$ cat src/logic/stopwatchPkg.sv
`default_nettype none

package stopwatchPkg;

    typedef logic [3:0] bcdDigit_t;

    // Time as shown, mm:ss.t
    typedef struct packed {
        bcdDigit_t minTens;
        bcdDigit_t minUnits;
        bcdDigit_t secTens;
        bcdDigit_t secUnits;
        bcdDigit_t tenths;
    } bcdTime_t;

    typedef logic [6:0] segments_t;  // Active low, bit 0 is segment a

    typedef struct packed {
        logic       rs;    // 1 for character data
        logic [7:0] code;
    } lcdCommand_t;

    typedef struct packed {
        logic startStop;
        logic split;
    } buttonEvents_t;

    localparam int recordCount    = 4;
    localparam int lcdTableLength = 38;

    typedef logic [1:0] recordIndex_t;
    typedef bcdTime_t [recordCount-1:0] splitRecords_t;

    typedef enum logic [1:0] {
        lcdIdle,
        lcdIssue,
        lcdWaitDone,
        lcdSettle
    } lcdState_t;

    localparam bcdTime_t upStart   = 20'h00000;
    localparam bcdTime_t upLimit   = 20'h59599;  // 59:59.9
    localparam bcdTime_t downStart = 20'h10000;  // 10:00.0
    localparam bcdTime_t downLimit = 20'h00000;

    // HD44780 instructions
    localparam logic [7:0] lcdFunctionSet = 8'h38;  // 8-bit bus, two lines
    localparam logic [7:0] lcdDisplayOn   = 8'h0C;
    localparam logic [7:0] lcdReturnHome  = 8'h02;
    localparam logic [7:0] lcdEntryMode   = 8'h06;
    localparam logic [7:0] lcdLine1       = 8'h80;
    localparam logic [7:0] lcdLine2       = 8'hC0;

    localparam logic [7:0] charColon = 8'h3A;
    localparam logic [7:0] charPoint = 8'h2E;
    localparam logic [7:0] charSpace = 8'h20;
    localparam logic [7:0] charZero  = 8'h30;  // Digits follow in order

    function automatic segments_t digitToSegments(input bcdDigit_t digit);
        case (digit)
            4'd0: return 7'b1000000;
            4'd1: return 7'b1111001;
            4'd2: return 7'b0100100;
            4'd3: return 7'b0110000;
            4'd4: return 7'b0011001;
            4'd5: return 7'b0010010;
            4'd6: return 7'b0000010;
            4'd7: return 7'b1111000;
            4'd8: return 7'b0000000;
            4'd9: return 7'b0011000;
            default: return 7'b1111111;  // Blank
        endcase
    endfunction

endpackage

`default_nettype wire

$ cat src/logic/splitBuffer.sv
`default_nettype none
`timescale 1ns/1ps

module splitBuffer (
    input  logic                        iCLK,
    input  logic                        reset,
    input  logic                        capture,
    input  stopwatchPkg::bcdTime_t      timeValue,
    output stopwatchPkg::splitRecords_t records
);
    import stopwatchPkg::*;

    localparam recordIndex_t lastEntry = recordIndex_t'(recordCount - 1);

    recordIndex_t writePointer;

    // Ring of split times, oldest overwritten first
    always_ff @(posedge iCLK or negedge reset) begin
        if (!reset) begin
            writePointer <= '0;
            records      <= '0;  // All 00:00.0
        end else if (capture) begin
            records[writePointer] <= timeValue;
            if (writePointer == lastEntry)
                writePointer <= '0;
            else
                writePointer <= writePointer + 1'b1;
        end
    end

endmodule

`default_nettype wire

$ cat config.mk
export PLATFORM = sky130hd
export DESIGN_NAME = splitBuffer
export DESIGN_NICKNAME = d
export VERILOG_FILES = /design/src/logic/stopwatchPkg.sv /design/src/logic/splitBuffer.sv
export SDC_FILE = /design/constraint.sdc
export NUM_CORES = 1
export LEC_CHECK = 0
export BUFFER_PORTS_ARGS = -buffer_cell sky130_fd_sc_hd__buf_2
export CAP_MARGIN = 40
export CORE_MARGIN = 8
export CORE_UTILIZATION = 40
export DETAILED_ROUTE_END_ITERATION = 12
export GPL_ROUTABILITY_DRIVEN = 0
export HOLD_SLACK_MARGIN = 0.06
export PLACE_DENSITY = 0.65
export SLEW_MARGIN = 10
export SYNTH_ARGS = -nofsm -noshare
export SYNTH_HDL_FRONTEND = slang
export SYNTH_SLANG_ARGS = --single-unit
export TNS_END_PERCENT = 50
$ cat constraint.sdc
create_clock -name iCLK -period 1.9 [get_ports iCLK]
set_clock_uncertainty 0.1 [all_clocks]
set_input_delay 0.095 -clock iCLK [delete_from_list [all_inputs] [get_ports iCLK]]
set_output_delay 0.095 -clock iCLK [all_outputs]
set_load 0.1 [all_outputs]
# ---- After elaboration in Yosys (flattened, before gate mapping)
# Index checks and enable logic that the tools add are counted.
# W data, S select, Z words.
dict set report op_classes {
  n_addsub 1
  n_eq_ne 1
  magnitude_cmp 2
  mux 4
  n_reduce_logical 1
}
# operator count
set ops {}
lappend ops {{$bwmux W80} 1}
lappend ops {{$demux W20 S2} 1}
lappend ops {{$mux W20} 1}
lappend ops {{$lt A2 B3 Y1 const B} 1}
lappend ops {{$add A2 B1 Y2 const B} 1}
lappend ops {{$eq A2 B2 Y1 const B} 1}
lappend ops {{$ge A2 B1 Y1 const B} 1}
lappend ops {{$mux W2} 1}
lappend ops {{$logic_and A1 B1 Y1} 1}
dict set report totals {
  output_inout_bits 80
  wordCells 30
  inputBits 23
  register_bits 82
}

# ---- Longest topological paths before layout
dict set report logic_depth {
  ltp_word 5
  mapped_depth 5
  ltp_nobuf 4
}

# ---- Worst setup path before layout
# No wires, ideal clock.
dict set report synth_timing {
  path_type {register to register}
  start {reg writePointer[0]}
  end {reg records[0] in the netlist's numbering}
  required_ps 1674
  setup_ps 126
  setup_slack_ps 509
  path_stages_with_launch 6
  path_buffers 1
  period_less_slack_ps 1391
  arrival_ps 1165
  cell_sequence {dfrtp_1 inv_1 ha_1 nand2_1 buf_4 mux2_2}
}
dict set report synth_between {
  elab_chain_cells 5
  word_cells_on_any_way 6
  classes_between {2 x order compare; 3 x mux; 1 x reduce/logical}
}
# item line
set synth_rtl {}
lappend synth_rtl {{start: declaration} splitBuffer.sv:15} ;# recordIndex_t writePointer;
lappend synth_rtl {{start signal: assignment} splitBuffer.sv:27} ;# writePointer <= writePointer + 1'b1;
lappend synth_rtl {{$lt A2 B3 Y1 (not written as such) / $ge A2 B1 Y1 (equally long branches)} splitBuffer.sv:23} ;# records[writePointer] <= timeValue;
lappend synth_rtl {{$logic_and A1 B1 Y1 (not written as such)} splitBuffer.sv:23}
lappend synth_rtl {{$mux W20 (not written as such)} splitBuffer.sv:23}
lappend synth_rtl {{$demux W20 S2 *} splitBuffer.sv:23}
lappend synth_rtl {{$bwmux W80 *} splitBuffer.sv:23}
lappend synth_rtl {{end signal: indexed assignment} splitBuffer.sv:23}
lappend synth_rtl {{end: declaration} splitBuffer.sv:9} ;# output stopwatchPkg::splitRecords_t records
# Mark *: on every way between the ends. The rest lies on a longest branch, timed or not.
# A chain may end at the register's enable or synchronous reset.

# ---- Final worst setup path
dict set report layout_timing {
  start {reg writePointer[0]}
  end {reg records[55] in the netlist's numbering}
}
# Same word-level chain as after synthesis.

==> reports/results.ini <==
[timing]
finalHoldViolCount = 0
tns_ns = 0
rsz0062_at_grt = false
hold_slack_ns = 0.2086
max_freq_mhz = 639.0
relSlewSlack_pct = 66.30
setup_violations = 0
worstMarginPinSlew_ns = 0.5090
period_share_pct = 82.37
final_max_slew_viol_count = 0
min_period_ns = 1.565

[worst_setup_path]
crit_fanout = 14
cp.arrival_ns = 1.69
cp.required_ns = 2.02
reg2reg_slack_ns = 0.34
worst_setup_path_start_kind = register
worstRegToRegCells = 5
r2r_start = writePointer[0]
crit_path_end_kind = register
r2r-end = records[55]
worstSetupPathType = register to register

[grt]
antenna_found_initial = 0
grt_pass1_wl_um = 11630
overflow = 0
grt_use_total_pct = 13.67
grt_max_degree = 83
grt_pass1_vias = 2201

[clock_tree]
cts_max_level = 3
cts-root-buf = clkbuf_8
cts_buffers = 9
path_clk_slew_ns = 0.08
clk-insertion-delay-late_ns = 0.35
clock_path_buffers = 2
tritoncts = built
cts_setup_buffers = 0
cts_num_sinks = 82

[min_path]
hp-class = primary input to async pin

[finish]
n_fill_cell = 651
final_cell_mix = buf_2 (101), dfrtp_1 (82), mux2_2 (80), dlygate4sd3_1 (22)
seq_area_mm2 = 0.002052
area_delta_synth_final_pct = 35.14
multiInputGateArea_um2 = 988.4
drive_gt1_share_pct = 63.08
final_area_mm2 = 0.004200
stdcell_count = 427
final_nets = 347
layout_commonest_cell = buf_2
antenna_cells = 0

[drt]
avgRoutedWirePerCell_um = 16.63
drtAntennaViolNets = 0
drt-initial-drc-count = 31
vias = 1964
via_per_inst = 4.600
drt-total-wl_um = 7100
first_pass_iters = 4
drc = 0

[status]
status = completed

[die]
die-area_mm2 = 0.01085
initial_core_util_pct = 40.64
die_w_um = 104.1
coreArea_mm2 = 0.007647
io_pins = 103
num_rows = 32
fp.dieH_um = 104.1

[job]
cap_violations = 0

[place]
port_buffers = 102
post-place-cells = 389
place_hpwl_um = 5022
placedInstanceArea_mm2 = 0.003769

[synth]
syn_area_per_cell_um2 = 16.89
synth_fp_nets = 211
synth-seq-area-share_pct = 66.02
syn_area_mm2 = 0.003108
yosysUniqueCellTypes = 8
ys_warn_count = 0
synthCells = 184
synth-seq-cells = 82

[worst max path at each step]
stage                         start          end  slack, ns  cells past startpoint
floorplan           writePointer[0]   records[0]       0.51                      5
global placement    writePointer[0]   records[4]       0.35                      5
finish              writePointer[0]  records[55]       0.34                      5
global route        writePointer[0]  records[14]       0.21                      5
CTS                 writePointer[0]  records[55]       0.31                      5
detailed placement  writePointer[0]   records[6]       0.32                      5
[metrics by stage]
step	worst slack (ns)	utilization (%)
floorplan	0.5094	-
global placement	0.3539	49.28
detailed placement	0.3230	49.28
CTS	0.3072	54.92
global route	0.2078	54.92
finish	0.3350	54.92
[area by class of cell]
type / count / share of cell area, %
multi-input cells: 92 / 23.53
clock buffers: 12 / 3.217
flip-flops and latches: 82 / 48.85
repair buffers: 133 / 19.36
inverters: 2 / 0.1787
well taps: 102 / 3.038
clock inverters: 4 / 1.817
[kinds of logic after synthesis]
kind of cell	after synthesis	share of synthesized area [%]
and+or+nand+nor	6	0.8858
AOI/OAI and AO/OA	2	0.3221
adders and majority gates	4	1.610
DFF	82	66.02
muxes	80	28.99
buffers and inverters	10	2.174
[critical path: stages (launching register included)]
cell and delay [ns]:
dfrtp_1 0.39, inv_1 0.09, ha_1 0.20, nand2_1 0.08
buf_4 0.23, mux2_2 0.36
[flip-flops by register name, summed over array words and instances, names as in the netlist]
name and count:
records 80, writePointer 2
[per-layer routing]
| layer | up-vias | global-route usage, % | wire length [µm] |
|---|---|---|---|
| li1 | 909 | - | - |
| met5 | - | 0 | 0 |
| met3 | 10 | 3.656 | 328 |
| met4 | 0 | 7.446 | 156 |
| met1 | 1000 | 14.67 | 2826 |
| met2 | 45 | 23.97 | 3787 |
[synth_stat cells]
cell / n / area (µm²)
buf_4: 8 / 60.06
o21ai_0: 2 / 10.01
dfrtp_1: 82 / 2052
nand2_1: 5 / 18.77
or3b_2: 1 / 8.760
inv_1: 2 / 7.510
mux2_2: 80 / 900.9
ha_1: 4 / 50.05
[repair_timing]
action / 4_1_cts / 5_1_grt
resized for setup: 0 / 0
endpoints found under the hold margin: 164 / 0
hold buffers: 22 / 0
Power is not shown: default switching activity piles up to over one toggle a cycle in this logic, so the estimate is an artifact.
