File: src/logic/buttonDebounce.sv
`default_nettype none
`timescale 1ns/1ps

module buttonDebounce #(
    parameter int debounceCycles = 500000
) (
    input  logic iCLK,
    input  logic reset,
    input  logic button,   // Active low
    output logic pressed
);

    localparam int countWidth = $clog2(debounceCycles + 2);
    localparam logic [countWidth-1:0] countLimit = countWidth'(debounceCycles + 1);

    logic [countWidth-1:0] pressCount;
    logic                  stable;
    logic                  stableDelayed;

    // Count low samples, saturating one past the debounce length
    always_ff @(posedge iCLK or negedge reset) begin
        if (!reset) begin
            pressCount <= '0;
            stable     <= 1'b0;
        end else if (button) begin
            pressCount <= '0;  // Released or bounced
            stable     <= 1'b0;
        end else begin
            if (pressCount != countLimit)
                pressCount <= pressCount + 1'b1;
            stable <= (pressCount == countLimit);
        end
    end

    always_ff @(posedge iCLK or negedge reset) begin
        if (!reset) begin
            stableDelayed <= 1'b0;
            pressed       <= 1'b0;
        end else begin
            stableDelayed <= stable;
            pressed       <= stable & ~stableDelayed;  // Rising edge only
        end
    end

endmodule

`default_nettype wire

File: config.mk
export PLATFORM = sky130hd
export DESIGN_NAME = buttonDebounce
export DESIGN_NICKNAME = d
export VERILOG_FILES = /design/src/logic/buttonDebounce.sv
export SDC_FILE = /design/constraint.sdc
export NUM_CORES = 1
export LEC_CHECK = 0
export BUFFER_PORTS_ARGS = -buffer_cell sky130_fd_sc_hd__buf_2
export CELL_PAD_IN_SITES_DETAIL_PLACEMENT = 0
export CELL_PAD_IN_SITES_GLOBAL_PLACEMENT = 1
export CORE_MARGIN = 4
export CORE_UTILIZATION = 50
export CTS_BUF_LIST = sky130_fd_sc_hd__clkbuf_8
export CTS_CLUSTER_SIZE = 24
export DETAILED_ROUTE_END_ITERATION = 10
export PLACE_DENSITY_LB_ADDON = 0.1
export SETUP_SLACK_MARGIN = 0.4
export SYNTH_ARGS = -nofsm -noshare
export SYNTH_HDL_FRONTEND = slang
export SYNTH_SLANG_ARGS = --single-unit
File: constraint.sdc
create_clock -name iCLK -period 2.3 [get_ports iCLK]
set_clock_uncertainty 0.2 [all_clocks]
set_input_delay 0 -clock iCLK [delete_from_list [all_inputs] [get_ports iCLK]]
set_output_delay 0 -clock iCLK [all_outputs]
set_load 0.01 [all_outputs]
# Word-level counts from Yosys, hierarchy flattened
# Index checks and enable logic that the tools add are counted.
dict set report word_totals {
  regBits 22
  inputBits 3
  out_inout_bits 1
  word_cells 13
}
dict set report op_classes {
  addsub 1
  n_eq_ne 2
  mux 3
  bitwise 2
  reduce_logical 1
}
# operator count
set ops {}
lappend ops {{two-way mux 19 bit} 2}
lappend ops {{adder 19 x 1 -> 19 bit, second input constant} 1}
lappend ops {{== test 19 bit, second input constant} 1}
lappend ops {{inequality test 19 bit, second input constant} 1}
lappend ops {{nonzero test 2 bit} 1}
lappend ops {{bitwise AND 1 bit} 1}
lappend ops {{two-way mux 1 bit} 1}
lappend ops {{inverter 1 bit} 1}

# Logic depth before layout (Yosys ltp)
dict set report depth {
  depth_word 3
  ltp_mapped 5
  depth_no_buf 5
}

# Worst setup path before layout
# No wires, ideal clock.
dict set report synth_timing {
  path_type {reg-to-reg}
  start {register pressCount[3]}
  end {register pressCount[0]}
  setup_ns 0.125
  arrival_time_ns 1.661
  t_required_ns 1.975
  slack_ns 0.315
  path_stages_with_launch 4
  path_buffers 0
  synth_period_minus_slack_ns 1.985
  cell_sequence {dfrtp_1 -> or4b_1 -> nor4_4 -> mux2_2}
}
dict set report synth_via {
  elab_chain_cells 2
}
# element line
set synth_rtl {}
lappend synth_rtl {{start, declared} 16} ;# logic [countWidth-1:0] pressCount;
lappend synth_rtl {{start signal, assigned} 30} ;# pressCount <= pressCount + 1'b1;
lappend synth_rtl {{inequality test 19 bit} 29} ;# if (pressCount != countLimit)
lappend synth_rtl {{nonzero test 2 bit (no source line)} -}
# No other way between the ends.
# A chain may end at the register's enable or synchronous reset.

# Final worst setup path
dict set report layout_timing {
  start {register pressCount[6]}
  end {register pressCount[1]}
}
# The elaborated chain is that of the path after synthesis.

==> out/metrics.cfg <==
[clock_network]
insertion_delay_ns = 0.27
number_of_cts_inserted_buffers = 3
reg_clk_slew_reported_paths_ns = 0.08
cts.sink_count = 22
ctsLongestPathBuffers = 2
clock_tree.htree_level_count = 1
clock_tree.root_cell = sky130_fd_sc_hd__clkbuf_8
clock_tree_from_tritoncts = yes

[timing]
post-route-min-period_ns = 2.00
timing.setup.tns_ns = 0
slew_headroom = 0.668
max_freq_mhz = 499
setup_viol_count_final = 0
max_slew.worst_pin.slew_ns = 0.498
crit_share_post_route = 0.871
timing_max_transition_violations_final = 0
rsz0062_at_grt = true
finalHoldViolations = 0
setup_slack_ns = 0.297

[die]
floorplan.die.width_um = 55.4
die_y_um = 55.4
floorplan.io_pins = 4
core-area_mm2 = 0.00204
rows = 16
initial_utilization = 0.551
floorplan.die_area_mm2 = 0.00307

[synthesis]
seq_area_frac_synth = 0.489
yosys.area_share.simple = 0.295
syn_avg_cell_area_um2 = 10.1
synth_top_family_by_area = simple AND/OR/NAND/NOR gates
synth_mux_area_frac = 0.0200
synth_compound_gate_area_share = 0.0656
dominantRegCellSynth = sky130_fd_sc_hd__dfrtp_1
synth.distinct_cells = 29
synth_enable_flop_cells = 0
post-synth-top-area-fraction = 0.489
synth-adder-area-share = 0.0222
synth_cells = 111
share_of_async_settable_or_async_resettable_flops_after_synthesis = 1.00
synth_top_cells_by_area = sky130_fd_sc_hd__dfrtp_1, sky130_fd_sc_hd__xnor2_1, sky130_fd_sc_hd__nor2_1
ys_seq_elements = 22
synth_area_mm2 = 0.00112
post_synth_xor_area_fraction = 0.0779
synthesis.nets = 116
synth_top_area_cell = sky130_fd_sc_hd__dfrtp_1
synthesis.yosys.warnings = 0

[critical_path]
worstReg2RegStart = pressCount[6]
rr_endpoint = pressCount[1]
arrival_ns = 1.96
worstRegToRegCells = 3
critPathMaxFanout = 4
critPathLaunchType = flip-flop
setup_slack_of_the_worst_register_to_register_path_ns = 0.30
timing_worst_setup_path_type = reg -> reg
critical_path.endpoint_type = flip-flop
worst_ep_required_time_ns = 2.26

[global_routing]
overflow = 0
antenna_found_initial = 0
maximum_number_of_pins_on_one_net_before_global_route_repair = 24
globalRouteTotalUtil = 0.164
first_global_vias = 901
grt_pass1_wl_um = 4010

[final_layout]
n_fill_cell = 170
flow.area_growth_from_synthesis_pct = 20.1
antenna-diode-count = 0
layout.cells.non_filler = 152
post_route_cells_drive_above_1_share = 0.232
layout.nets = 131

[flow_run]
max_cap_viol_count = 0

[power]
power-per-cell-area_mw_per_mm2 = 538
cellLeakagePower_nw = 0.535
max-vdd-ir-drop_uv = 402

[drt]
wire_per_inst_um = 14.8
detail_route.wirelength_um = 2250
dr_total_vias = 846
drt-initial-drc-count = 21
vias_per_cell = 5.57
postRouteAntennaNets = 0
remaining_drc_errors = 0
drt-pass1-iter-count = 4

[run_status]
status = complete, no violations

[place]
placement.setup.worst_slack_ns = 0.259
post-place-cells = 138
gp_routability_congestion = 0.764
hpwl_um = 1290
port-buffer-count = 3

[worst_hold_path]
worst_hold_path_type = in -> async

synthesized netlist by cell type, types with 3 or more instances:
master / count
sky130_fd_sc_hd__nor2b_1: 3
sky130_fd_sc_hd__dfrtp_1: 22
sky130_fd_sc_hd__nand3_1: 4
sky130_fd_sc_hd__o21ai_0: 3
sky130_fd_sc_hd__a21oi_1: 6
sky130_fd_sc_hd__nor4_1: 4
sky130_fd_sc_hd__nand2_1: 5
sky130_fd_sc_hd__o31ai_1: 3
sky130_fd_sc_hd__or4_1: 3
sky130_fd_sc_hd__inv_1: 6
sky130_fd_sc_hd__nor2_1: 16
sky130_fd_sc_hd__or3_1: 3
sky130_fd_sc_hd__clkbuf_1: 3
sky130_fd_sc_hd__xnor2_1: 9
metal layers:
| layer | routed length [µm] | track usage | up-vias |
|---|---|---|---|
| met5 | 0 | 0 | - |
| met4 | 41 | 0.0868 | 0 |
| met3 | 66 | 0.0326 | 3 |
| met2 | 1060 | 0.238 | 13 |
| met1 | 1080 | 0.228 | 416 |
| li1 | - | - | 414 |
registers in the layout, summed over array words and instances (netlist names):
register,cells
pressCount,19
stable,1
stableDelayed,1
pressed,1
area by class of cell:
class | instances | area, µm² | share of cell area
clock buffer | 4 | 55.1 | 0.0407
tap | 27 | 33.8 | 0.0250
inverter | 6 | 22.5 | 0.0167
sequential | 22 | 554 | 0.410
multi-input combinational | 80 | 578 | 0.428
timing repair buffer | 13 | 108 | 0.0796
cell usage in the layout, fill, tap and decap left out, types with 2 or more instances in the layout:
cell	count
sky130_fd_sc_hd__o21ai_0	3
sky130_fd_sc_hd__dfrtp_1	19
sky130_fd_sc_hd__o31ai_1	3
sky130_fd_sc_hd__nor2b_1	3
sky130_fd_sc_hd__dlygate4sd3_1	2
sky130_fd_sc_hd__a21oi_1	6
sky130_fd_sc_hd__clkbuf_8	4
sky130_fd_sc_hd__dfrtp_2	3
sky130_fd_sc_hd__or3_4	2
sky130_fd_sc_hd__or4_1	3
sky130_fd_sc_hd__nor3_1	2
sky130_fd_sc_hd__buf_4	7
sky130_fd_sc_hd__nand2_1	5
sky130_fd_sc_hd__or3_1	3
sky130_fd_sc_hd__nor2_1	16
sky130_fd_sc_hd__nand3_1	4
sky130_fd_sc_hd__buf_2	3
sky130_fd_sc_hd__nand4_1	2
sky130_fd_sc_hd__nor4_1	4
sky130_fd_sc_hd__inv_1	6
sky130_fd_sc_hd__mux2_4	2
sky130_fd_sc_hd__xnor2_1	9
report_power, final:
group | leakage, nW | internal (mW) | switching, mW
combinational | 0.206 | 0.0206 | 0.0271
sequential | 0.300 | 0.391 | 0.00602
clock | 0.0288 | 0.153 | 0.129
stage by stage:
step	instance area (µm²)	hold WS, ns	utilization	power, mW
finish	1350	0.0281	0.662	0.726
global route	1350	0.0565	0.662	0.766
CTS	1330	0.0417	0.651	0.729
detailed placement	1170	-0.205	0.575	0.436
global placement	1170	-0.215	0.575	0.435
floorplan	1140	-0.496	-	0.422
what timing repair did:
item / in CTS / in global routing
setup endpoints to repair: 5 / 7
gates cloned: 0 / 0
gates resized for setup: 4 / 3
hold buffers: 2 / 0
buffers inserted: 7 / 1
pin swaps: 3 / 3
endpoints found under the hold margin: 39 / 0
worst max path at each step:
stage | startpoint | end | slack, ns | cells after the start
2_1_floorplan | pressCount[1] | pressCount[16] | 0.40 | 5
3_3_place_gp | pressCount[1] | pressCount[18] | 0.30 | 5
3_5_place_dp | pressCount[1] | pressCount[18] | 0.26 | 5
4_1_cts | pressCount[6] | pressCount[0] | 0.34 | 3
5_1_grt | pressCount[6] | pressCount[1] | 0.25 | 3
6_report | pressCount[6] | pressCount[1] | 0.30 | 3
worst max-delay path, cell delays in order, from the launching register on:
cell	delay, ns
sky130_fd_sc_hd__dfrtp_1	0.42
sky130_fd_sc_hd__or4b_4	0.54
sky130_fd_sc_hd__nor4_4	0.40
sky130_fd_sc_hd__mux2_4	0.33
kinds of logic after synthesis:
| kind of cell | count (synthesis) |
|---|---|
| adders and majority gates | 2 |
| DFF | 22 |
| xor gates and xnor gates | 10 |
| muxes | 2 |
| buffers and inverters | 9 |
| AOI/OAI and AO/OA | 13 |
| and+or+nand+nor | 53 |
(Power assumes the default switching activity.)
