File: config.mk
export PLATFORM = sky130hd
export DESIGN_NAME = lcdSequencer
export DESIGN_NICKNAME = d
export VERILOG_FILES = /design/src/logic/stopwatchPkg.sv /design/src/logic/lcdSequencer.sv
export SDC_FILE = /design/constraint.sdc
export NUM_CORES = 1
export LEC_CHECK = 0
export ABC_AREA = 1
export BUFFER_PORTS_ARGS = -buffer_cell sky130_fd_sc_hd__buf_2
export CAP_MARGIN = 20
export CORE_MARGIN = 10
export CORE_UTILIZATION = 53
export CTS_CLUSTER_SIZE = 25
export DETAILED_ROUTE_END_ITERATION = 8
export PLACE_DENSITY = 0.89
export REMOVE_ABC_BUFFERS = 1
export SYNTH_ARGS = -nofsm -noshare
export SYNTH_HDL_FRONTEND = slang
export SYNTH_SLANG_ARGS = --single-unit
File: constraint.sdc
create_clock -name iCLK -period 2.8 [get_ports iCLK]
set_input_delay 0.14 -clock iCLK [delete_from_list [all_inputs] [get_ports iCLK]]
set_output_delay 0.14 -clock iCLK [all_outputs]
set_load 0.05 [all_outputs]
File: src/logic/stopwatchPkg.sv
`default_nettype none

package stopwatchPkg;

    typedef logic [3:0] bcdDigit_t;

    // Time as shown, mm:ss.t
    typedef struct packed {
        bcdDigit_t minTens;
        bcdDigit_t minUnits;
        bcdDigit_t secTens;
        bcdDigit_t secUnits;
        bcdDigit_t tenths;
    } bcdTime_t;

    typedef logic [6:0] segments_t;  // Active low, bit 0 is segment a

    typedef struct packed {
        logic       rs;    // 1 for character data
        logic [7:0] code;
    } lcdCommand_t;

    typedef struct packed {
        logic startStop;
        logic split;
    } buttonEvents_t;

    localparam int recordCount    = 4;
    localparam int lcdTableLength = 38;

    typedef logic [1:0] recordIndex_t;
    typedef bcdTime_t [recordCount-1:0] splitRecords_t;

    typedef enum logic [1:0] {
        lcdIdle,
        lcdIssue,
        lcdWaitDone,
        lcdSettle
    } lcdState_t;

    localparam bcdTime_t upStart   = 20'h00000;
    localparam bcdTime_t upLimit   = 20'h59599;  // 59:59.9
    localparam bcdTime_t downStart = 20'h10000;  // 10:00.0
    localparam bcdTime_t downLimit = 20'h00000;

    // HD44780 instructions
    localparam logic [7:0] lcdFunctionSet = 8'h38;  // 8-bit bus, two lines
    localparam logic [7:0] lcdDisplayOn   = 8'h0C;
    localparam logic [7:0] lcdReturnHome  = 8'h02;
    localparam logic [7:0] lcdEntryMode   = 8'h06;
    localparam logic [7:0] lcdLine1       = 8'h80;
    localparam logic [7:0] lcdLine2       = 8'hC0;

    localparam logic [7:0] charColon = 8'h3A;
    localparam logic [7:0] charPoint = 8'h2E;
    localparam logic [7:0] charSpace = 8'h20;
    localparam logic [7:0] charZero  = 8'h30;  // Digits follow in order

    function automatic segments_t digitToSegments(input bcdDigit_t digit);
        case (digit)
            4'd0: return 7'b1000000;
            4'd1: return 7'b1111001;
            4'd2: return 7'b0100100;
            4'd3: return 7'b0110000;
            4'd4: return 7'b0011001;
            4'd5: return 7'b0010010;
            4'd6: return 7'b0000010;
            4'd7: return 7'b1111000;
            4'd8: return 7'b0000000;
            4'd9: return 7'b0011000;
            default: return 7'b1111111;  // Blank
        endcase
    endfunction

endpackage

`default_nettype wire

File: src/logic/lcdSequencer.sv
`default_nettype none
`timescale 1ns/1ps

module lcdSequencer #(
    parameter int settleCycles = 262142
) (
    input  logic                        iCLK,
    input  logic                        reset,
    input  logic                        refresh,
    input  stopwatchPkg::splitRecords_t records,
    input  logic                        lcdDone,
    output logic                        lcdStart,
    output stopwatchPkg::lcdCommand_t   lcdCommand
);
    import stopwatchPkg::*;

    localparam int indexWidth  = $clog2(lcdTableLength);
    localparam int settleWidth = $clog2(settleCycles + 1);
    localparam logic [indexWidth-1:0]  lastIndex  = indexWidth'(lcdTableLength - 1);
    localparam logic [settleWidth-1:0] settleLast = settleWidth'(settleCycles - 1);

    lcdState_t              state;
    logic [indexWidth-1:0]  tableIndex;
    logic [settleWidth-1:0] settleCount;
    logic                   pending;     // Refresh seen during a pass
    lcdCommand_t            entry;

    // One character of a record shown as mm:ss.t
    function automatic lcdCommand_t recordChar(input bcdTime_t t, input logic [2:0] offset);
        lcdCommand_t c;
        c.rs = 1'b1;
        case (offset)
            3'd0: c.code = charZero + {4'h0, t.minTens};
            3'd1: c.code = charZero + {4'h0, t.minUnits};
            3'd2: c.code = charColon;
            3'd3: c.code = charZero + {4'h0, t.secTens};
            3'd4: c.code = charZero + {4'h0, t.secUnits};
            3'd5: c.code = charPoint;
            default: c.code = charZero + {4'h0, t.tenths};
        endcase
        return c;
    endfunction

    // Command table, record digits read live
    always_comb begin
        case (tableIndex)
            6'd0:  entry = '{rs: 1'b0, code: lcdFunctionSet};
            6'd1:  entry = '{rs: 1'b0, code: lcdDisplayOn};
            6'd2:  entry = '{rs: 1'b0, code: lcdReturnHome};
            6'd3:  entry = '{rs: 1'b0, code: lcdEntryMode};
            6'd4:  entry = '{rs: 1'b0, code: lcdLine1};
            6'd12, 6'd13,
            6'd29, 6'd30: entry = '{rs: 1'b1, code: charSpace};  // Gap between records
            6'd21: entry = '{rs: 1'b0, code: lcdLine2};
            default: begin
                if (tableIndex < 6'd12)
                    entry = recordChar(records[0], 3'(tableIndex - 6'd5));
                else if (tableIndex < 6'd21)
                    entry = recordChar(records[1], 3'(tableIndex - 6'd14));
                else if (tableIndex < 6'd29)
                    entry = recordChar(records[2], 3'(tableIndex - 6'd22));
                else
                    entry = recordChar(records[3], 3'(tableIndex - 6'd31));
            end
        endcase
    end

    always_ff @(posedge iCLK or negedge reset) begin
        if (!reset) begin
            state       <= lcdIssue;  // First pass starts at once
            tableIndex  <= '0;
            settleCount <= '0;
            pending     <= 1'b0;
            lcdStart    <= 1'b0;
            lcdCommand  <= '0;
        end else begin
            case (state)
                lcdIdle: begin
                    if (pending || refresh) begin
                        tableIndex <= '0;
                        state      <= lcdIssue;
                    end
                end
                lcdIssue: begin
                    lcdCommand <= entry;
                    lcdStart   <= 1'b1;
                    state      <= lcdWaitDone;
                end
                lcdWaitDone: begin
                    // Hold command and strobe until the controller answers
                    if (lcdDone) begin
                        lcdStart    <= 1'b0;
                        settleCount <= '0;
                        state       <= lcdSettle;
                    end
                end
                lcdSettle: begin
                    if (settleCount == settleLast) begin
                        if (tableIndex == lastIndex) begin
                            state <= lcdIdle;
                        end else begin
                            tableIndex <= tableIndex + 1'b1;
                            state      <= lcdIssue;
                        end
                    end else begin
                        settleCount <= settleCount + 1'b1;
                    end
                end
                default: state <= lcdIdle;
            endcase

            if (state == lcdIdle)
                pending <= 1'b0;  // Consumed by the new pass
            else if (refresh)
                pending <= 1'b1;
        end
    end

endmodule

`default_nettype wire

# Word-level counts from Yosys, hierarchy flattened
# Index checks and enable logic that the tools add are counted.
[word_totals]
reg_bits = 37
inputBits = 84
out_inout_bits = 10
[classes]
n_lt_le_gt_ge = 3
n_reduce_logical = 16
add_sub_neg = 26
eq_ne = 39
mux = 24
[op_table]
columns = ["op", "count"]
rows = [
  ["7-bit one-hot mux with 6 select lines", 4],
  ["6-bit by 4-bit adder with 7-bit output, first input constant", 20],
  ["9-bit one-hot mux with 7 select lines", 1],
  ["18-bit 2-to-1 mux", 2],
  ["18-bit one-hot mux with 2 select lines", 1],
  ["3-bit by 2-bit equality test with 1-bit output, second input constant", 8],
  ["3-bit equality test, second input constant", 8],
  ["8-bit 2-to-1 mux", 3],
  ["18-bit by 1-bit adder with 18-bit output, second input constant", 1],
  ["18-bit equality test, second input constant", 1],
  ["6-bit by 5-bit equality test with 1-bit output, second input constant", 3],
  ["6-bit 2-to-1 mux", 3],
  ["3-bit by 1-bit equality test with 1-bit output, second input constant", 4],
  ["6-bit by 2-bit equality test with 1-bit output, second input constant", 2],
  ["6-bit by 4-bit equality test with 1-bit output, second input constant", 2],
  ["3-bit zero test", 4],
  ["6-bit by 5-bit < comparator with 1-bit output, second input constant", 2],
  ["6-bit one-hot mux with 2 select lines", 1],
  ["3-bit subtractor, second input constant", 4],
  ["2-bit != test, second input constant", 5],
  ["2-bit one-hot mux with 4 select lines", 1],
  ["2-bit nonzero test", 4],
  ["6-bit by 1-bit adder with 6-bit output, second input constant", 1],
  ["6-bit by 1-bit equality test with 1-bit output, second input constant", 1],
  ["15 further kinds", 22],
]

# Logic depth before layout (Yosys ltp)
# Gate-level depths: netlist (run 1).
[depth]
word_depth = 7
depth_mapped = 15

# Worst setup path before layout (run 1)
# OpenSTA, ideal clock, no wires.
[synth_path]
kind = "register -> register"
start = "register tableIndex[0]"
end = "register lcdCommand[1] (netlist bit)"
setup_time_ns = 0.121
slack_ns = 0.763
t_required_ns = 2.679
t_arrival_ns = 1.915
path_stages_with_launch = 15
cell_sequence = "dfrtp_1 -> ha_1 -> ha_1 -> clkbuf_1 -> inv_1 -> nand2_1 -> nand2_1 -> nor2_1 -> nand3b_1 -> nand2_1 -> nand2_1 -> nand2_1 -> nand3_1 -> nand2_1 -> a21oi_1"
[synth_via]
elab_chain_len = 7
word_cells_on_any_way = 50
cone_classes = "4 x add/sub; 3 x order compare; 29 x eq/ne; 8 x mux; 6 x reduce/logical"
[synth_rtl]
columns = ["item", "line_no", "text"]
rows = [
  ["start, declared", "lcdSequencer.sv:23", "logic [indexWidth-1:0] tableIndex;"],
  ["start signal, assigned", "lcdSequencer.sv:102", "tableIndex <= tableIndex + 1'b1;"],
  ["3-bit subtractor, on equally long branches", "lcdSequencer.sv:63, lcdSequencer.sv:59, lcdSequencer.sv:61", ""],
  ["3-bit equality test, or another cell as far along", "lcdSequencer.sv:32", "case (offset)"],
  ["7-bit one-hot mux with 6 select lines", "lcdSequencer.sv:32", ""],
  ["8-bit 2-to-1 mux", "lcdSequencer.sv:60", "else if (tableIndex < 6'd29)"],
  ["8-bit 2-to-1 mux", "lcdSequencer.sv:58", "else if (tableIndex < 6'd21)"],
  ["8-bit 2-to-1 mux", "lcdSequencer.sv:56", "if (tableIndex < 6'd12)"],
  ["9-bit one-hot mux with 7 select lines *", "lcdSequencer.sv:46", "case (tableIndex)"],
  ["end signal, assigned", "lcdSequencer.sv:85", "lcdCommand <= entry;"],
  ["end, declared", "lcdSequencer.sv:13", "output stopwatchPkg::lcdCommand_t lcdCommand"],
]
# Every way passes the cells marked *; elsewhere a longest branch is shown, timed or not.
# A chain may end at the register's enable or synchronous reset.

# Worst setup path after layout (run 1)
[layout_path]
start = "register tableIndex[2]"
end = "register lcdCommand[3] (netlist bit)"
# Same word-level chain as after synthesis.

==> results of run 1 <==
## placed cells by master (no fill, tap or decap), drive strengths merged
| cell | count |
|---|---|
| bufinv | 2 |
| or2 | 5 |
| nor3 | 6 |
| buf | 96 |
| a31oi | 2 |
| nor3b | 1 |
| nand3 | 67 |
| o21ai | 39 |
| ha | 15 |
| nand2 | 182 |
| o31ai | 1 |
| xor2 | 7 |
| dfstp | 1 |
| a21o | 1 |
| dfrtp | 36 |
| a22o | 1 |
| a211oi | 2 |
| inv | 50 |
| nand3b | 5 |
| clkbuf | 5 |
| dlygate4sd3 | 1 |
| o211ai | 3 |
| and3 | 1 |
| nor2 | 60 |
| a21oi | 14 |
| nand4 | 15 |
## worst reg2reg max path: stages, from the launching register on
cell and delay [ps]:
dfrtp_1 490, ha_1 410, nor2_1 440, nor2_1 200
a21oi_1 160, nand3_1 90, nand3_1 140, nand3_1 90
nand2_1 70, nand2_1 40
## logic make-up (layout without fill, tap and decap cells)
group           after synthesis  after routing  synth area share [%]
flops                        37             37                  27.7
buf+inv                      63            154                  8.15
simple gates                342            342                  44.1
compound gates               63             63                  12.6
xor+xnor                      7              7                  1.83
fa+ha+maj                    15             15                  5.61
## metrics by stage
| stage | instances | instance area (um2) | hold slack, ps | util, % |
|---|---|---|---|---|
| 6_report | 693 | 3990 | 85.4 | 66.2 |
| 2_1_floorplan | 513 | 3260 | -156 | - |
| 3_5_place_dp | 684 | 3840 | 286 | 63.7 |
| 5_1_grt | 693 | 3990 | 101 | 66.2 |
| 4_1_cts | 693 | 3990 | 73.6 | 66.2 |
| 3_3_place_gp | 684 | 3840 | 270 | 63.7 |
## power breakdown
| part | internal (uW) | switching (uW) | total (uW) |
|---|---|---|---|
| clock network | 359 | 213 | 572 |
| registers | 649 | 90.8 | 740 |
| logic | 515 | 1290 | 1800 |
| total | 1520 | 1590 | 3120 |
## area by class of cell
class,instances,area [um2],share of cell area (%)
Inverter,49,184,4.61
Clock inverter,3,68.8,1.73
Multi-Input combinational cell,427,2150,53.8
Timing Repair Buffer,97,498,12.5
Sequential cell,37,927,23.3
Tap cell,75,93.8,2.35
Clock buffer,5,68.8,1.73
## registers in the layout, summed over array words and instances (netlist names)
signal       flops
tableIndex       6
state            2
settleCount     18
pending          1
lcdStart         1
lcdCommand       9
## worst min path at each step
stage,slack [ps],from,end,cells past startpoint
global placement,270,reset,lcdCommand[3],1
global route,100,lcdDone,lcdStart,4
floorplan,-160,reset,lcdCommand[0],0
detailed placement,290,reset,lcdCommand[0],1
finish,90,refresh,pending,3
CTS,70,refresh,pending,3
## routing by layer
| metal | vias to the layer above | global-route usage [%] | wire length, um |
|---|---|---|---|
| met1 | 1781 | 22.2 | 4070 |
| met2 | 160 | 33.9 | 4950 |
| li1 | 1900 | - | - |
| met3 | 21 | 4.57 | 781 |
| met5 | - | 0 | 0 |
| met4 | 0 | 6.50 | 180 |
## repair_timing
| action | 4_1_cts | 5_1_grt |
|---|---|---|
| endpoints found under the setup margin | 0 | 0 |
| setup buffers | 0 | 0 |
| endpoints found under the hold margin | 36 | 0 |
| hold buffers | 1 | 0 |
==> flow_summary.toml, run 1 <==
[timing]
worst_slew_pin_slew_ps = 809
layout_min_cycle_time_ps = 2240
fmax_ghz = 0.446
tns_ps = 0
max_slew_margin_pct = 46.1
skew_ps = 6.22
fin_ws_ps = 558
finalSetupViolCount = 0
slew_violations = 0
final-hold-violation-count = 0
post-route-period-util_pct = 80.1
rsz0062_at_grt = "false"

[critical_path]
crit_top_cell = "nand3_1"
criticalPathCategory = "reg -> reg"
critPathSlowestCell = "dfrtp_1"
crit_cells = 9
crit_chain = "ha_1 > nor2_1 > nor2_1 > a21oi_1 > nand3_1 > nand3_1 > nand3_1 > nand2_1 > nand2_1"
startpoint = "tableIndex[2]"
rrSetupSlack_ps = 560
crit_path_end = "lcdCommand[3]"
max_stage_delay_ps = 490
start_kind = "register"
end_kind = "register"
reg2reg_depth = 9
crit_required_ps = 2990
path_max_fanout = 8
worst_r2r_startpoint = "tableIndex[2]"
worstPathArrival_ps = 2430
worst-path-buf-inv = 0
path_delay_family = "simple AND/OR/NAND/NOR gates"
worst_r2r_endpoint = "lcdCommand[3]"

[detailed_routing]
routed_via_density = 5.57
drc = 0
num_vias = 3862
drtAntennaViolNets = 0
wl_per_cell_um = 14.4
drt_iter0_drc = 336
routed_wl_um = 9980
firstDrtPassIters = 5

[clocking]
cts_root_buffer = "clkbuf_8"
insertion_delay_ps = 300
htree_levels = 2
numCtsBuffers = 5
clockBufferDepth = 2
cts_resized = 0
clock-sinks = 37
cts_tree = "built"
clk_pin_slew_ps = 80

[die]
io_pins = 94
die_area_mm2 = 0.00989
core_mm2 = 0.00603
rows = 28
initial_utilization_pct = 55.5
die_x_um = 99.5
die_h_um = 99.5

[yosys]
synthArstFlopShare_pct = 100
synth.area.top_cells = "dfrtp_1 27%, nand2_1 20%, nand3_1 10%"
syn_avg_cell_area_um2 = 6.35
ys.flop_type = "dfrtp_1"
synth.most_common_cell = "nand2_1"
synth_edf_count = 0
synthTopCellsByCount = "178 x nand2_1, 67 x nand3_1, 58 x nor2_1"
synth.largest_area_cell = "dfrtp_1"
syn-cell-area_mm2 = 0.00335
postSynthCellCount = 527
synth_seq_area_share_pct = 27.7
ys_ff_latch = 37
synth_top_cell_area_share_pct = 26.9
ys_types = 35
yosys_warnings = 0

[placed_design]
place_congestion = 1.04
dpl.hpwl_um = 7760
pre_cts_ws_ps = 594
numPortBuffers = 93

[finish]
diodes = 0
nFillCells = 528
layout-drive-gt1-share_pct = 22.7
syn_to_final_growth_pct = 19.1
final_net_count = 716

[min_path]
hp-class = "in -> reg"

[flow_run]
max_cap_violations = 0

[global_routing]
grt_max_degree = 38
grt_pass1_wl_um = 16400
grt_usage_pct = 19.2
grt_pass1_vias = 3763
gr-total-overflow = 0
antenna_found_initial = 0

[run_status]
outcome = "completed"

[power_and_ir_drop]
powerDensity_mw_per_mm2 = 782
leakage_uw = 0.00209
irDropWorstVdd_uv = 613
total_power_uw = 3120
Note: power is estimated with default switching activity, not from simulation.
==> run 2, diff against run 1 <==
Clock period 2.8 ns to 2.28 ns, I/O delays scaled along.
==> run 2 against run 1 <==
Net effect:
- cell area grew 1.5%
- clock-buffer cell count increased by 1
- sequential cell count unchanged
- maximum frequency up 1.5%
- sequential power rose by 23%
- register-to-register slack lost 490 ps
- worst hold slack got worse by 16 ps
- non-clock buffer count up 6
- largest cell class unchanged
==> flow_summary.toml, run 2 (synthesis gave the netlist of run 1 again) <==
[run_status]
outcome = "completed"

[critical_path]
start_kind = "register"
path_max_fanout = 16
critPathSlowestCell = "dfrtp_2"
worstPathArrival_ps = 2450
crit_chain = "ha_1 > buf_4 > nor2_1 > nand2_1 > nor2_1 > nand2_1 > nand2_1 > nand2_1 > nand3_1 > nand2_1 > nand3_1 > nand2_1 > nand2_1"
end_kind = "register"
criticalPathCategory = "reg -> reg"
crit_required_ps = 2520
max_stage_delay_ps = 460
crit_top_cell = "nand2_1"

[global_routing]
grt_pass1_vias = 3712
grt_usage_pct = 18.5
gr-total-overflow = 0
antenna_found_initial = 0
grt_pass1_wl_um = 16100
grt_max_degree = 38

[finish]
final_common_cell = "nand2_1"
layout_common_cells = "178 x nand2_1, 93 x buf_2, 66 x nand3_1"
syn_to_final_growth_pct = 20.9
stdcell_count = 699
diodes = 0
reg_top3 = "settleCount x18, lcdCommand x9, tableIndex x6"
final_net_count = 722
largest_reg_flops = 18
regMostFlops = "settleCount"
layout-drive-gt1-share_pct = 25.0

[die]
initial_utilization_pct = 55.5
die_area_mm2 = 0.00989
die_h_um = 99.5
rows = 28
core_mm2 = 0.00603
die_x_um = 99.5
io_pins = 94

[power_and_ir_drop]
pwr-share-clk_pct = 15.9
irDropWorstVdd_uv = 817
p_int_uw = 1840
p_sw_uw = 1990
powerDensity_mw_per_mm2 = 946
switching_share_pct = 51.9
total_power_uw = 3830
p_comb_share_pct = 60.3
leakage_uw = 0.00212
pwr-share-seq_pct = 23.8

[detailed_routing]
drtAntennaViolNets = 0
drt_iter0_drc = 287
drc = 0
routed_via_density = 5.43
wl_per_cell_um = 14.0
routed_wl_um = 9800
num_vias = 3795
firstDrtPassIters = 5

[clocking]
post-cts-setup-buffers = 0
htree_levels = 2
clockBufferDepth = 2
numCtsBuffers = 5
cts_root_buffer = "clkbuf_8"
clk_pin_slew_ps = 80
clock-sinks = 37
insertion_delay_ps = 300
cts_tree = "built"

[flow_run]
max_cap_violations = 0

[timing]
hold_ws_ps = 69.8
fmax_ghz = 0.453
layout_min_cycle_time_ps = 2210
slew_violations = 0
skew_ps = 7.09
finalSetupViolCount = 0
final-hold-violation-count = 0
max_slew_margin_pct = 46.2
rsz0062_at_grt = "false"
tns_ps = 0
post-route-period-util_pct = 96.9
worst_slew_pin_slew_ps = 808

[placed_design]
dp_cells = 690
numPortBuffers = 93
place_congestion = 0.979
dpl.hpwl_um = 7710

[min_path]
hp-class = "in -> reg"
[run 2: cell types whose count changed in the layout (fill, tap and decap cells not counted), moves of 2 or more]
| cell | previous run | this run |
|---|---|---|
| buf_4 | 3 | 9 |
| ha_1 | 15 | 11 |
| ha_2 | 0 | 4 |
| dfrtp_1 | 36 | 34 |
| dfrtp_2 | 0 | 2 |
| nand2_2 | 3 | 1 |
| nand2_4 | 1 | 3 |
| nor2_1 | 58 | 56 |
| nor2_2 | 2 | 4 |
[run 2: path summary, 6_finish.rpt]
path                            slack [ps]     startpoint             to  cells past startpoint
min in group asynchronous              440          reset  lcdCommand[3]                      2
worst max register to register          70  tableIndex[0]  lcdCommand[2]                     13
worst min-delay path                    70        lcdDone       lcdStart                      4
max in group asynchronous             1270          reset  tableIndex[1]                      2
worst max-delay path                    70  tableIndex[0]  lcdCommand[2]                     13
worst min register to register         490  lcdCommand[2]  lcdCommand[2]                      2
[run 2: stage by stage]
stage | utilization [%] | area [um2] | setup slack [ps]
floorplan | - | 3260 | 211
global placement | 64.5 | 3880 | 168
detailed placement | 64.5 | 3880 | 43.3
CTS | 66.6 | 4010 | 27.0
global route | 67.2 | 4050 | 1.01
finish | 67.2 | 4050 | 71.4
[run 2: worst max-delay path, delay by kind of cell (launching register included)]
family / cells / cell delay [ps]
flip-flops: 1 / 460
buffers and inverters: 1 / 200
AND/OR/NAND/NOR: 11 / 1250
adder cells (fa/ha/maj): 1 / 240
[run 2: power by group through the flow]
stage	clock network, uW	registers, uW	logic (uW)
floorplan	0	1150	1390
global placement	0	912	2190
detailed placement	0	919	2250
CTS	614	907	2260
global route	635	933	2560
finish	610	912	2310
[run 2: routing by layer]
layer	routed length, um	vias to the layer above	global-route usage [%]	share of wire [%]
li1	-	1914	-	-
met1	4120	1723	22.9	42
met2	4870	146	32.0	50
met3	678	12	3.67	6.9
met4	123	0	4.96	1.3
met5	0	-	0	0
[run 2: final cells by class]
cell class	instances	area [um2]
Multi-Input combinational cell	427	2180
Inverter	49	184
Sequential cell	37	930
Timing Repair Buffer	103	543
Clock buffer	6	82.6
Clock inverter	2	37.5
Fill cell	521	1980
Tap cell	75	93.8
[run 2: what timing repair did]
item,in CTS,in global routing
gates resized for setup,0,12
hold buffers,1,0
endpoints found under the setup margin,0,7
hold endpoints to repair,36,0
